<file path="src/verilog/rename_pkg.sv">
package rename_pkg;

    // register file sizes
    localparam int ARCH_W   = 5;    // architectural register number
    localparam int NUM_ARCH = 32;
    localparam int PHYS_W   = 7;    // physical tag, up to 128 registers

    // ALU and LOAD write a destination, STORE and BRANCH do not
    typedef enum logic [1:0] {
        OP_ALU    = 2'd0,
        OP_LOAD   = 2'd1,
        OP_STORE  = 2'd2,
        OP_BRANCH = 2'd3
    } op_t;

    // shared by the four-phase side of intake, issue and free list
    typedef enum logic [1:0] {
        HS_IDLE = 2'd0,
        HS_BUSY = 2'd1,
        HS_DONE = 2'd2
    } hs_state_t;

    // decoded instruction as it arrives from the decoder, 17 bits
    typedef struct packed {
        op_t               op;
        logic [ARCH_W-1:0] src1;
        logic [ARCH_W-1:0] src2;
        logic [ARCH_W-1:0] dest;
    } arch_instr_t;

    // lookup request into the map table
    typedef struct packed {
        logic [ARCH_W-1:0] src1;
        logic [ARCH_W-1:0] src2;
        logic [ARCH_W-1:0] dest;
        logic              wr;     // instruction writes dest
    } rename_req_t;

    // renamed instruction, 30 bits
    // dest_tag and old_tag read 0 for instructions that write nothing
    typedef struct packed {
        op_t               op;
        logic [PHYS_W-1:0] src1_tag;
        logic [PHYS_W-1:0] src2_tag;
        logic [PHYS_W-1:0] dest_tag;
        logic [PHYS_W-1:0] old_tag;
    } renamed_t;

endpackage

</file>
<file path="src/verilog/decode_intake.sv">
`timescale 1ns/1ps

module decode_intake (
    input  logic                   clk,
    input  logic                   reset,

    // four-phase decode link
    input  logic                   dec_req,
    input  rename_pkg::arch_instr_t dec_instr,
    output logic                   dec_ack,

    // stream towards the rename stage
    output logic                   in_valid,
    output rename_pkg::arch_instr_t in_instr,
    input  logic                   in_ready
);

    rename_pkg::hs_state_t state;
    logic                  full;        // one-entry buffer holds an item
    logic                  capture;
    logic                  take;

    // new request only when the link is idle and the buffer has room
    assign capture = (state == rename_pkg::HS_IDLE) && dec_req && !full;
    assign take    = full && in_ready;

    always_ff @(posedge clk) begin
        if (reset) begin
            state <= rename_pkg::HS_IDLE;
        end else begin
            case (state)
                rename_pkg::HS_IDLE: begin
                    if (capture) state <= rename_pkg::HS_BUSY;   // ack rises here
                end
                rename_pkg::HS_BUSY: begin
                    if (!dec_req) state <= rename_pkg::HS_IDLE;  // decoder let go
                end
                default: state <= rename_pkg::HS_IDLE;
            endcase
        end
    end

    always_ff @(posedge clk) begin
        if (reset) begin
            full <= 1'b0;
        end else if (capture) begin
            full <= 1'b1;
        end else if (take) begin
            full <= 1'b0;
        end
    end

    // payload, only meaningful while full
    always_ff @(posedge clk) begin
        if (capture) in_instr <= dec_instr;
    end

    assign dec_ack  = (state == rename_pkg::HS_BUSY);
    assign in_valid = full;

endmodule

</file>
<file path="src/verilog/map_table.sv">
`timescale 1ns/1ps

module map_table #(
    parameter int NUM_PHYS = 48
) (
    input  logic                             clk,
    input  logic                             reset,
    input  rename_pkg::rename_req_t          rd,
    input  logic [rename_pkg::PHYS_W-1:0]    new_tag,
    input  logic                             wr_en,     // stage commits this instruction
    output logic [rename_pkg::PHYS_W-1:0]    src1_tag,
    output logic [rename_pkg::PHYS_W-1:0]    src2_tag,
    output logic [rename_pkg::PHYS_W-1:0]    old_tag
);

    typedef logic [rename_pkg::PHYS_W-1:0] tag_t;

    tag_t map_q [rename_pkg::NUM_ARCH];
    logic do_write;

    // the tag width caps the physical file at 128, and at least one tag
    // must be left over after the identity map
    if (NUM_PHYS < 33 || NUM_PHYS > 128) begin : g_bad_num_phys
        $error("map_table: NUM_PHYS %0d out of range 33..128", NUM_PHYS);
    end

    // r0 stays pinned to tag 0
    assign do_write = wr_en && rd.wr && (rd.dest != '0);

    always_ff @(posedge clk) begin
        if (reset) begin
            for (int i = 0; i < rename_pkg::NUM_ARCH; i++) begin
                map_q[i] <= tag_t'(i);     // identity map
            end
        end else if (do_write) begin
            map_q[rd.dest] <= new_tag;
        end
    end

    // reads see the map before this cycle's write
    always_comb begin
        src1_tag = map_q[rd.src1];
        src2_tag = map_q[rd.src2];
        old_tag  = map_q[rd.dest];
    end

endmodule

</file>
<file path="src/verilog/free_list.sv">
`timescale 1ns/1ps

module free_list #(
    parameter int NUM_PHYS = 48
) (
    input  logic                             clk,
    input  logic                             reset,

    // allocation side, used by the rename stage
    input  logic                             pop,
    output logic [rename_pkg::PHYS_W-1:0]    free_tag,
    output logic                             empty,

    // four-phase retire link from the reorder buffer
    input  logic                             ret_req,
    input  logic [rename_pkg::PHYS_W-1:0]    ret_tag,
    output logic                             ret_ack
);

    localparam int DEPTH = NUM_PHYS - rename_pkg::NUM_ARCH;
    localparam int PTR_W = (DEPTH > 1) ? $clog2(DEPTH) : 1;
    localparam int CNT_W = $clog2(DEPTH + 1);

    typedef logic [rename_pkg::PHYS_W-1:0] tag_t;
    typedef logic [PTR_W-1:0]              ptr_t;

    tag_t                  q [DEPTH];
    ptr_t                  head;        // oldest free tag
    ptr_t                  tail;        // next slot for a returned tag
    logic [CNT_W-1:0]      count;
    rename_pkg::hs_state_t state;

    logic full;
    logic ret_seen;
    logic push_en;
    logic pop_en;

    function automatic ptr_t next_ptr(input ptr_t p);
        next_ptr = (p == ptr_t'(DEPTH - 1)) ? '0 : p + ptr_t'(1);
    endfunction

    assign full     = (count == CNT_W'(DEPTH));
    assign empty    = (count == '0);
    assign ret_seen = (state == rename_pkg::HS_IDLE) && ret_req;
    assign push_en  = ret_seen && (ret_tag != '0) && !full;   // tag 0 is acked but dropped
    assign pop_en   = pop && !empty;

    always_ff @(posedge clk) begin
        if (reset) begin
            for (int i = 0; i < DEPTH; i++) begin
                q[i] <= tag_t'(rename_pkg::NUM_ARCH + i);
            end
            head  <= '0;
            tail  <= '0;                 // queue starts full, tail wrapped onto head
            count <= CNT_W'(DEPTH);
        end else begin
            if (push_en) begin
                q[tail] <= ret_tag;
                tail    <= next_ptr(tail);
            end
            if (pop_en) head <= next_ptr(head);
            case ({push_en, pop_en})
                2'b10:   count <= count + CNT_W'(1);
                2'b01:   count <= count - CNT_W'(1);
                default: count <= count;
            endcase
        end
    end

    // retire handshake
    always_ff @(posedge clk) begin
        if (reset) begin
            state <= rename_pkg::HS_IDLE;
        end else begin
            case (state)
                rename_pkg::HS_IDLE: if (ret_seen) state <= rename_pkg::HS_BUSY;
                rename_pkg::HS_BUSY: if (!ret_req) state <= rename_pkg::HS_IDLE;
                default:             state <= rename_pkg::HS_IDLE;
            endcase
        end
    end

    assign ret_ack  = (state == rename_pkg::HS_BUSY);
    assign free_tag = q[head];   // head entry is never the one written this cycle

endmodule

</file>
<file path="src/verilog/rename_stage.sv">
`timescale 1ns/1ps

module rename_stage #(
    parameter int NUM_PHYS = 48
) (
    input  logic                             clk,
    input  logic                             reset,

    // from decode_intake
    input  logic                             in_valid,
    input  rename_pkg::arch_instr_t          in_instr,
    output logic                             in_ready,

    // to rename_issue
    output logic                             out_valid,
    output rename_pkg::renamed_t             out_data,
    input  logic                             out_ready,

    // free list allocation
    output logic                             pop,
    input  logic [rename_pkg::PHYS_W-1:0]    free_tag,
    input  logic                             empty
);

    rename_pkg::rename_req_t        rd;
    logic [rename_pkg::PHYS_W-1:0]  src1_tag;
    logic [rename_pkg::PHYS_W-1:0]  src2_tag;
    logic [rename_pkg::PHYS_W-1:0]  old_tag;
    logic                           writes;
    logic                           can_go;     // no tag needed, or one is there
    logic                           fire;

    // only ALU and LOAD to a nonzero register need a new tag
    always_comb begin
        case (in_instr.op)
            rename_pkg::OP_ALU,
            rename_pkg::OP_LOAD: writes = (in_instr.dest != '0);
            default:             writes = 1'b0;
        endcase
    end

    assign can_go    = !writes || !empty;
    assign out_valid = in_valid && can_go;
    assign in_ready  = out_ready && can_go;
    assign fire      = in_valid && in_ready;   // transfer, map write and pop together
    assign pop       = fire && writes;

    assign rd.src1 = in_instr.src1;
    assign rd.src2 = in_instr.src2;
    assign rd.dest = in_instr.dest;
    assign rd.wr   = writes;

    map_table #(
        .NUM_PHYS (NUM_PHYS)
    ) u_map (
        .clk      (clk),
        .reset    (reset),
        .rd       (rd),
        .new_tag  (free_tag),
        .wr_en    (fire),
        .src1_tag (src1_tag),
        .src2_tag (src2_tag),
        .old_tag  (old_tag)
    );

    always_comb begin
        out_data.op       = in_instr.op;
        out_data.src1_tag = src1_tag;
        out_data.src2_tag = src2_tag;
        out_data.dest_tag = writes ? free_tag : '0;
        out_data.old_tag  = writes ? old_tag : '0;   // nothing to free later
    end

endmodule

</file>
<file path="src/verilog/rename_issue.sv">
`timescale 1ns/1ps

module rename_issue (
    input  logic                 clk,
    input  logic                 reset,

    // from rename_stage
    input  logic                 out_valid,
    input  rename_pkg::renamed_t out_data,
    output logic                 out_ready,

    // four-phase issue link
    output logic                 iss_req,
    output rename_pkg::renamed_t iss_out,
    input  logic                 iss_ack
);

    rename_pkg::hs_state_t state;
    logic                  load;

    assign out_ready = (state == rename_pkg::HS_IDLE);
    assign load      = out_valid && out_ready;

    // IDLE -> BUSY with req up, BUSY -> DONE once acked, DONE -> IDLE when ack drops
    always_ff @(posedge clk) begin
        if (reset) begin
            state <= rename_pkg::HS_IDLE;
        end else begin
            case (state)
                rename_pkg::HS_IDLE: if (load)     state <= rename_pkg::HS_BUSY;
                rename_pkg::HS_BUSY: if (iss_ack)  state <= rename_pkg::HS_DONE;
                rename_pkg::HS_DONE: if (!iss_ack) state <= rename_pkg::HS_IDLE;
                default:                           state <= rename_pkg::HS_IDLE;
            endcase
        end
    end

    // held stable for the whole handshake
    always_ff @(posedge clk) begin
        if (load) iss_out <= out_data;
    end

    assign iss_req = (state == rename_pkg::HS_BUSY);

endmodule

</file>
<file path="src/verilog/rename_top.sv">
`timescale 1ns/1ps

module rename_top #(
    parameter int NUM_PHYS = 48    // 33..128
) (
    input  logic                          clk,
    input  logic                          reset,

    input  logic                          dec_req,
    input  rename_pkg::arch_instr_t       dec_instr,
    output logic                          dec_ack,

    output logic                          iss_req,
    output rename_pkg::renamed_t          iss_out,
    input  logic                          iss_ack,

    input  logic                          ret_req,
    input  logic [rename_pkg::PHYS_W-1:0] ret_tag,
    output logic                          ret_ack
);

    logic                          in_valid;
    rename_pkg::arch_instr_t       in_instr;
    logic                          in_ready;
    logic                          out_valid;
    rename_pkg::renamed_t          out_data;
    logic                          out_ready;
    logic                          pop;
    logic [rename_pkg::PHYS_W-1:0] free_tag;
    logic                          empty;

    decode_intake u_intake (
        .clk       (clk),
        .reset     (reset),
        .dec_req   (dec_req),
        .dec_instr (dec_instr),
        .dec_ack   (dec_ack),
        .in_valid  (in_valid),
        .in_instr  (in_instr),
        .in_ready  (in_ready)
    );

    rename_stage #(
        .NUM_PHYS (NUM_PHYS)
    ) u_stage (
        .clk       (clk),
        .reset     (reset),
        .in_valid  (in_valid),
        .in_instr  (in_instr),
        .in_ready  (in_ready),
        .out_valid (out_valid),
        .out_data  (out_data),
        .out_ready (out_ready),
        .pop       (pop),
        .free_tag  (free_tag),
        .empty     (empty)
    );

    rename_issue u_issue (
        .clk       (clk),
        .reset     (reset),
        .out_valid (out_valid),
        .out_data  (out_data),
        .out_ready (out_ready),
        .iss_req   (iss_req),
        .iss_out   (iss_out),
        .iss_ack   (iss_ack)
    );

    free_list #(
        .NUM_PHYS (NUM_PHYS)
    ) u_free (
        .clk      (clk),
        .reset    (reset),
        .pop      (pop),
        .free_tag (free_tag),
        .empty    (empty),
        .ret_req  (ret_req),
        .ret_tag  (ret_tag),
        .ret_ack  (ret_ack)
    );

endmodule

</file>
<file path="config.mk">
export PLATFORM = sky130hd
export DESIGN_NAME = rename_top
export DESIGN_NICKNAME = d
export VERILOG_FILES = /design/src/verilog/rename_pkg.sv /design/src/verilog/decode_intake.sv /design/src/verilog/map_table.sv /design/src/verilog/free_list.sv /design/src/verilog/rename_stage.sv /design/src/verilog/rename_issue.sv /design/src/verilog/rename_top.sv
export SDC_FILE = /design/constraint.sdc
export NUM_CORES = 1
export LEC_CHECK = 0
export CAP_MARGIN = 20
export CORE_MARGIN = 2
export CORE_UTILIZATION = 40
export DETAILED_ROUTE_END_ITERATION = 16
export DONT_BUFFER_PORTS = 1
export PLACE_DENSITY = 0.53
export SYNTH_ARGS = -nofsm -noshare
export SYNTH_HDL_FRONTEND = slang
export SYNTH_SLANG_ARGS = --single-unit
</file>
<file path="constraint.sdc">
create_clock -name clk -period 3.7 [get_ports clk]
set_input_delay 0.37 -clock clk [delete_from_list [all_inputs] [get_ports clk]]
set_output_delay 0.37 -clock clk [all_outputs]
set_load 0.02 [all_outputs]
</file>
# After elaboration in Yosys (flattened, before gate mapping)
# Memory sizes are Yosys's and may differ from the RTL's. A register that Yosys moved wholly into a read port is not among the register bits.
# Index checks and enable logic that the tools add are counted.
# W data, S select, Z words.
word_totals:
  ff_bits: 46
  ramBits: 336
  input_bits: 29
  out_inout_bits: 33
  wordCells: 101
  memories: 2
memory_table:
  columns: ["name", "words", "width", "read_ports", "rd_ports_with_merged_regs", "write_ports", "line_no", "rtl"]
  rows:
  - ["u_stage.u_map.map_q", 32, 7, 3, 3, 32, "map_table.sv:18", "tag_t map_q [rename_pkg::NUM_ARCH];"]
  - ["u_free.q", 16, 7, 1, 1, 16, "free_list.sv:27", "tag_t q [DEPTH];"]
classes:
  add_sub_neg: 4
  eq_ne: 17
  n_mux: 32
  n_reduce_logical: 33
ops:
  columns: ["operator", "count"]
  rows:
  - ["$mux W4", 5]
  - ["$mux W2", 7]
  - ["$mux W7", 2]
  - ["$reduce_or A7 Y1", 2]
  - ["$mux W1", 13]
  - ["$logic_and A1 B1 Y1", 12]
  - ["$eq A2 B1 Y1 const B", 5]
  - ["$pmux W5 S2", 1]
  - ["$add A4 B1 Y4 const B", 2]
  - ["$eq A4 B4 Y1 const B", 2]
  - ["$logic_not A2 Y1", 4]
  - ["$ne A2 B2 Y1 const B", 4]
  - ["$pmux W2 S2", 2]
  - ["$reduce_bool A7 Y1", 1]
  - ["$ne A2 B1 Y1 const B", 3]
  - ["$pmux W2 S3", 1]
  - ["$add A5 B1 Y5 const B", 1]
  - ["$eq A5 B5 Y1 const B", 1]
  - ["$logic_not A1 Y1", 5]
  - ["$logic_not A5 Y1", 1]
  - ["$mux W5", 1]
  - ["$reduce_bool A5 Y1", 1]
  - ["$sub A5 B1 Y5 const B", 1]
  - ["$eq A2 B2 Y1 const B", 2]
  - ["other kinds (5)", 7]

# Logic depth before layout (Yosys ltp)
depth:
  word_depth: 14
  depth_mapped: 14
  mapped_depth_nobuf: 13

# Cells and area by module
# A second synthesis with hierarchy kept.
unflattened:
  cells_unflattened: 1546
  hier_area_um2: 21933.5
by_module_without_submodules:
  columns: ["mod", "instances", "cells_each", "area_per_inst_um2"]
  rows:
  - ["map_table", 1, 969, 13972.2]
  - ["free_list", 1, 466, 6068.3]
  - ["rename_issue", 1, 39, 987.2]
  - ["decode_intake", 1, 24, 593.1]
  - ["rename_stage", 1, 48, 312.8]

# Worst setup path after synthesis
# Ideal clock, no wire load.
synth_timing:
  path_type: "flip-flop to flip-flop"
  startpoint: "reg u_intake.in_instr[4] (netlist name)"
  endpoint: "reg u_issue.iss_out[0] (netlist name)"
  setup_time_ns: 0.439
  arrival_time_ns: 2.793
  t_required_ns: 3.261
  path_slack_ns: 0.468
  stages_incl_launch_ff: 4
  period_less_slack_ns: 3.232
  path_cell_list: "edfxtp_1 -> nor3_1 -> a21oi_1 -> a31oi_1"
synth_via:
  elab_chain_cells: 6
  word_cells_on_any_way: 7
  classes_between: "1 x mux; 6 x reduce/logical"
synth_lines:
  columns: ["item", "line_no", "rtl"]
  rows:
  - ["$reduce_bool A5 Y1", "rename_stage.sv:37", "rename_pkg::OP_LOAD: writes = (in_instr.dest != '0);"]
  - ["$mux W1", "rename_stage.sv:35", "case (in_instr.op)"]
  - ["$logic_not A1 Y1", "rename_stage.sv:42", "assign can_go = !writes || !empty;"]
  - ["$logic_or A1 B1 Y1", "rename_stage.sv:42", null]
  - ["$logic_and A1 B1 Y1", "rename_stage.sv:43", "assign out_valid = in_valid && can_go;"]
  - ["$logic_and A1 B1 Y1", "rename_issue.sv:22", "assign load = out_valid && out_ready;"]
  - ["net u_issue.load", "rename_issue.sv:19", "logic load;"]
# The timed path passes the listed nets, and every way through them passes these cells.
# A chain may end at the register's enable or synchronous reset.

# Final worst setup path
layout_timing:
  startpoint: "reg u_free.count[0]"
  endpoint: "reg u_free.count[4]"
layout_via:
  elab_chain_cells: 9
  word_cells_on_any_way: 16
  classes_between: "2 x add/sub; 3 x eq/ne; 1 x mux; 10 x reduce/logical"
layout_lines:
  columns: ["item", "line_no", "rtl"]
  rows:
  - ["start: declaration", "free_list.sv:30", "logic [CNT_W-1:0] count;"]
  - ["start signal: assignment", "free_list.sv:55", "count <= CNT_W'(DEPTH);"]
  - ["start signal: assignment", "free_list.sv:63", "2'b10: count <= count + CNT_W'(1);"]
  - ["start signal: assignment", "free_list.sv:64", "2'b01: count <= count - CNT_W'(1);"]
  - ["$logic_not A5 Y1", "free_list.sv:43", "assign empty = (count == '0);"]
  - ["$logic_not A1 Y1", "free_list.sv:46, rename_stage.sv:42", null]
  - ["$logic_or A1 B1 Y1", "rename_stage.sv:42", null]
  - ["$logic_and A1 B1 Y1", "rename_stage.sv:44", "assign in_ready = out_ready && can_go;"]
  - ["$logic_and A1 B1 Y1", "rename_stage.sv:45", "assign fire = in_valid && in_ready;"]
  - ["$logic_and A1 B1 Y1", "rename_stage.sv:46", "assign pop = fire && writes;"]
  - ["$logic_and A1 B1 Y1", "free_list.sv:46", "assign pop_en = pop && !empty;"]
  - ["$eq A2 B1 Y1 or $eq A2 B2 Y1 (tied branches)", "free_list.sv:62", "case ({push_en, pop_en})"]
  - ["$pmux W5 S2 or $reduce_bool A2 Y1 (tied branches)", null, null]
# Parallel ways exist; a longest one is shown, timed or not.

==> flow_metrics.env <==
export IMPL_status="finished clean"
export IMPL_fin_ws_ps=358.3
export IMPL_nets=1752
export IMPL_antenna_found_initial=0
export IMPL_start_util=0.4035
export IMPL_first_iter_violations=1327
export IMPL_routed_wl_um=68870
export IMPL_n_antenna_cell=0
export IMPL_ys_flop_type="edfxtp_1"
export IMPL_hold_start="ret_tag[5]"
export IMPL_drive_above_1_share=0.1847
export IMPL_wire_per_inst_um=28.17
export IMPL_grt_first_pass_wirelength_um=101000
export IMPL_synth_xor_area_share=0.003233
export IMPL_row_count=85
export IMPL_synth_most_common_cell="edfxtp_1"
export IMPL_synth_top_family_by_area="multiplexers"
export IMPL_ys_ff_latch=405
export IMPL_cts_hold_buf=26
export IMPL_yosys_top_cells_count="edfxtp_1, nor2_1, nand2_1"
export IMPL_async_reset_ff_frac=0
export IMPL_vias=14660
export IMPL_synth_top_area_frac=0.5307
export IMPL_post_cts_resized=0
export IMPL_final_util=0.4517
export IMPL_gr_total_overflow=0
export IMPL_crit_family="simple AND/OR/NAND/NOR gates"
export IMPL_power_leakage_nw=7.830
export IMPL_die_height_um=236.8
export IMPL_syn_area_per_cell_um2=12.73
export IMPL_synth_compound_area_frac=0.06143
export IMPL_slew_viol_final=0
export IMPL_timing_hold_ws_ps=24.86
export IMPL_grt_pass1_vias=14910
export IMPL_die_area_um2=56060
export IMPL_fp_coreArea_um2=53710
export IMPL_grt_usage=0.2478
export IMPL_startpoint_type="flop"
export IMPL_die_x_um=236.8
export IMPL_crit_fanout=10
export IMPL_arrival_ps=3820
export IMPL_syn_to_final_growth_pct=11.95
export IMPL_max_slew_worst_pin_slew_ps=1100
export IMPL_firstDrtPassIters=8
export IMPL_crit_path_top_delay_cell="nor4_2"
export IMPL_rsz0062_at_grt="false"
export IMPL_synthAdderAreaFrac=0.005196
export IMPL_hold_path_class="input port to flop"
export IMPL_io_pins=62
export IMPL_grt_max_degree=102
export IMPL_startpoint="u_free.count[0]$_SDFFE_PP0P_"
export IMPL_p_total_mw=11.36
export IMPL_finClkSkew_ps=30.33
export IMPL_cp_buffers_inverters=1
export IMPL_fin_setup_tns_ps=0
export IMPL_post_synth_num_cell_types=61
export IMPL_syn_inst=1703
export IMPL_synth_area_leader_cell="edfxtp_1"
export IMPL_postRouteAntennaNets=0
export IMPL_cts_tree="built"
export IMPL_relSlewSlack=0.2564
export IMPL_cp_required_ps=4180
export IMPL_crit_top_cell="ha_1"
export IMPL_synth_simple_area_share=0.1215
export IMPL_cts_sinks=405
export IMPL_synth_seq_area_share=0.5510
export IMPL_clock_fmax_mhz=299.2
export IMPL_cts_root_buf="clkbuf_16"
export IMPL_vias_per_cell=5.994
export IMPL_clk_latency_ps=610
export IMPL_min_period_over_period=0.9032
export IMPL_synthMuxAreaShare=0.2196
export IMPL_crit_chain="nor4_2, nand2_1, and2_1, inv_1, ha_1, xor2_1, ha_1, a21oi_1, o22ai_1, a222oi_1, or3_1, nand3_1"
export IMPL_setup_viol_count_final=0
export IMPL_place_ws_ps=372.0
export IMPL_post_route_min_period_ps=3342
export IMPL_drc=0
export IMPL_synth_area_top_cells="edfxtp_1, mux4_2, mux2i_1"
export IMPL_syn_area_um2=21670
export IMPL_gp_congestion=0.9096
export IMPL_hpwl_um=46980
export IMPL_vdd_drop_max_uv=308.9
export IMPL_finalHoldViolations=0
export IMPL_cp_slowest_stage_delay_ps=540
export IMPL_postCtsSetupBuffers=0
export IMPL_cts_made_buffers=46
export IMPL_port_buffers=0
export IMPL_fillers=4865
export IMPL_htree_levels=2
export IMPL_drv_cap=0
export IMPL_yosys_warnings=0
export IMPL_path_class="flop to flop"
export IMPL_end_kind="flop"
export IMPL_p_per_area_nw_per_um2=468.3
export IMPL_synth_edff_count=383
export IMPL_r2r_start="u_free.count[0]$_SDFFE_PP0P_"
export IMPL_clkSlewWorstSetupHoldPaths_ps=60
export IMPL_clk_path_buf_depth=3
## kinds of logic (layout without fill, tap and decap cells)
logic type	after synthesis	count (layout)
buf+inv	162	202
flops	405	405
other cells	1	7
mux	310	310
simple gates	612	612
fa+ha+maj	9	9
xor+xnor	8	8
compound gates	196	196
## worst reg2reg max path: cells and delay by family, from the launching register on
kind | cells | cell delay (ps)
AOI/OAI and AO/OA | 3 | 770
xor gates and xnor gates | 1 | 100
adders and majority gates | 2 | 450
buffers and inverters | 1 | 110
DFF | 1 | 350
and+or+nand+nor | 5 | 1430
## where the power goes
part           total, mW  leakage [nW]  internal (mW)  switching, mW
clock               4.50         0.721           2.57           1.94
sequential          5.35          3.63           5.18          0.169
combinational       1.50          3.48          0.537          0.968
total               11.4          7.83           8.29           3.07
## placed cells by master, fill, tap and decap left out, types with 14 or more instances in the layout
| cell type | count |
|---|---|
| dfxtp_1 | 21 |
| o21a_1 | 17 |
| buf_4 | 53 |
| nand3_1 | 50 |
| clkbuf_16 | 46 |
| a21oi_1 | 37 |
| edfxtp_1 | 383 |
| nand2_1 | 215 |
| mux2i_1 | 139 |
| nor3_1 | 26 |
| o21ai_0 | 34 |
| mux4_2 | 128 |
| inv_1 | 28 |
| mux2_2 | 43 |
| a22oi_1 | 45 |
| nor2_1 | 252 |
| nor2b_1 | 15 |
| o211ai_1 | 14 |
| dlygate4sd3_1 | 25 |
## path summary, 6_finish.rpt
| path | end | slack (ps) | cells after the start |
|---|---|---|---|
| setup / recovery | u_free.count[4]$_SDFFE_PP1P_ | 360 | 12 |
| setup reg to reg | u_free.count[4]$_SDFFE_PP1P_ | 360 | 12 |
| hold reg to reg | u_issue.iss_out[28]$_DFFE_PP_ | 420 | 0 |
| hold / removal | u_free.q[6][5]$_SDFFCE_PN1P_ | 20 | 2 |
## registers in the layout (all words and copies together) (netlist names), named ones only
register	cells
u_free.q	112
u_issue.iss_out	30
u_free.head	4
u_intake.state	1
u_free.count	5
u_intake.in_valid	1
u_intake.in_instr	17
u_free.tail	4
u_issue.state	2
u_stage.u_map.map_q	224
u_free.state	1
## per-layer routing
layer / GRT usage / vias up / wire, um
met3: 0.03346 / 133 / 4250
met2: 0.4234 / 602 / 34300
met1: 0.3217 / 7457 / 27680
met5: 0 / - / 0
li1: - / 6464 / -
met4: 0.09455 / 0 / 2640
## per-stage QoR
stage | std cells | instance area (um2)
after floorplan | 1709 | 21690
after global placement | 2334 | 22510
after detailed placement | 2335 | 22510
after CTS | 2444 | 24250
after global routing | 2445 | 24260
final | 2445 | 24260
## cell type report
class,instances,area [um2],area share
Timing Repair Buffer,89,855.8,0.03527
Multi-Input combinational cell,1142,9009,0.3713
Tap cell,696,870.8,0.03589
Inverter,30,112.6,0.004641
Clock buffer,55,1215,0.05008
Clock inverter,28,256.5,0.01057
Sequential cell,405,11940,0.4922
(Power assumes the default switching activity.)
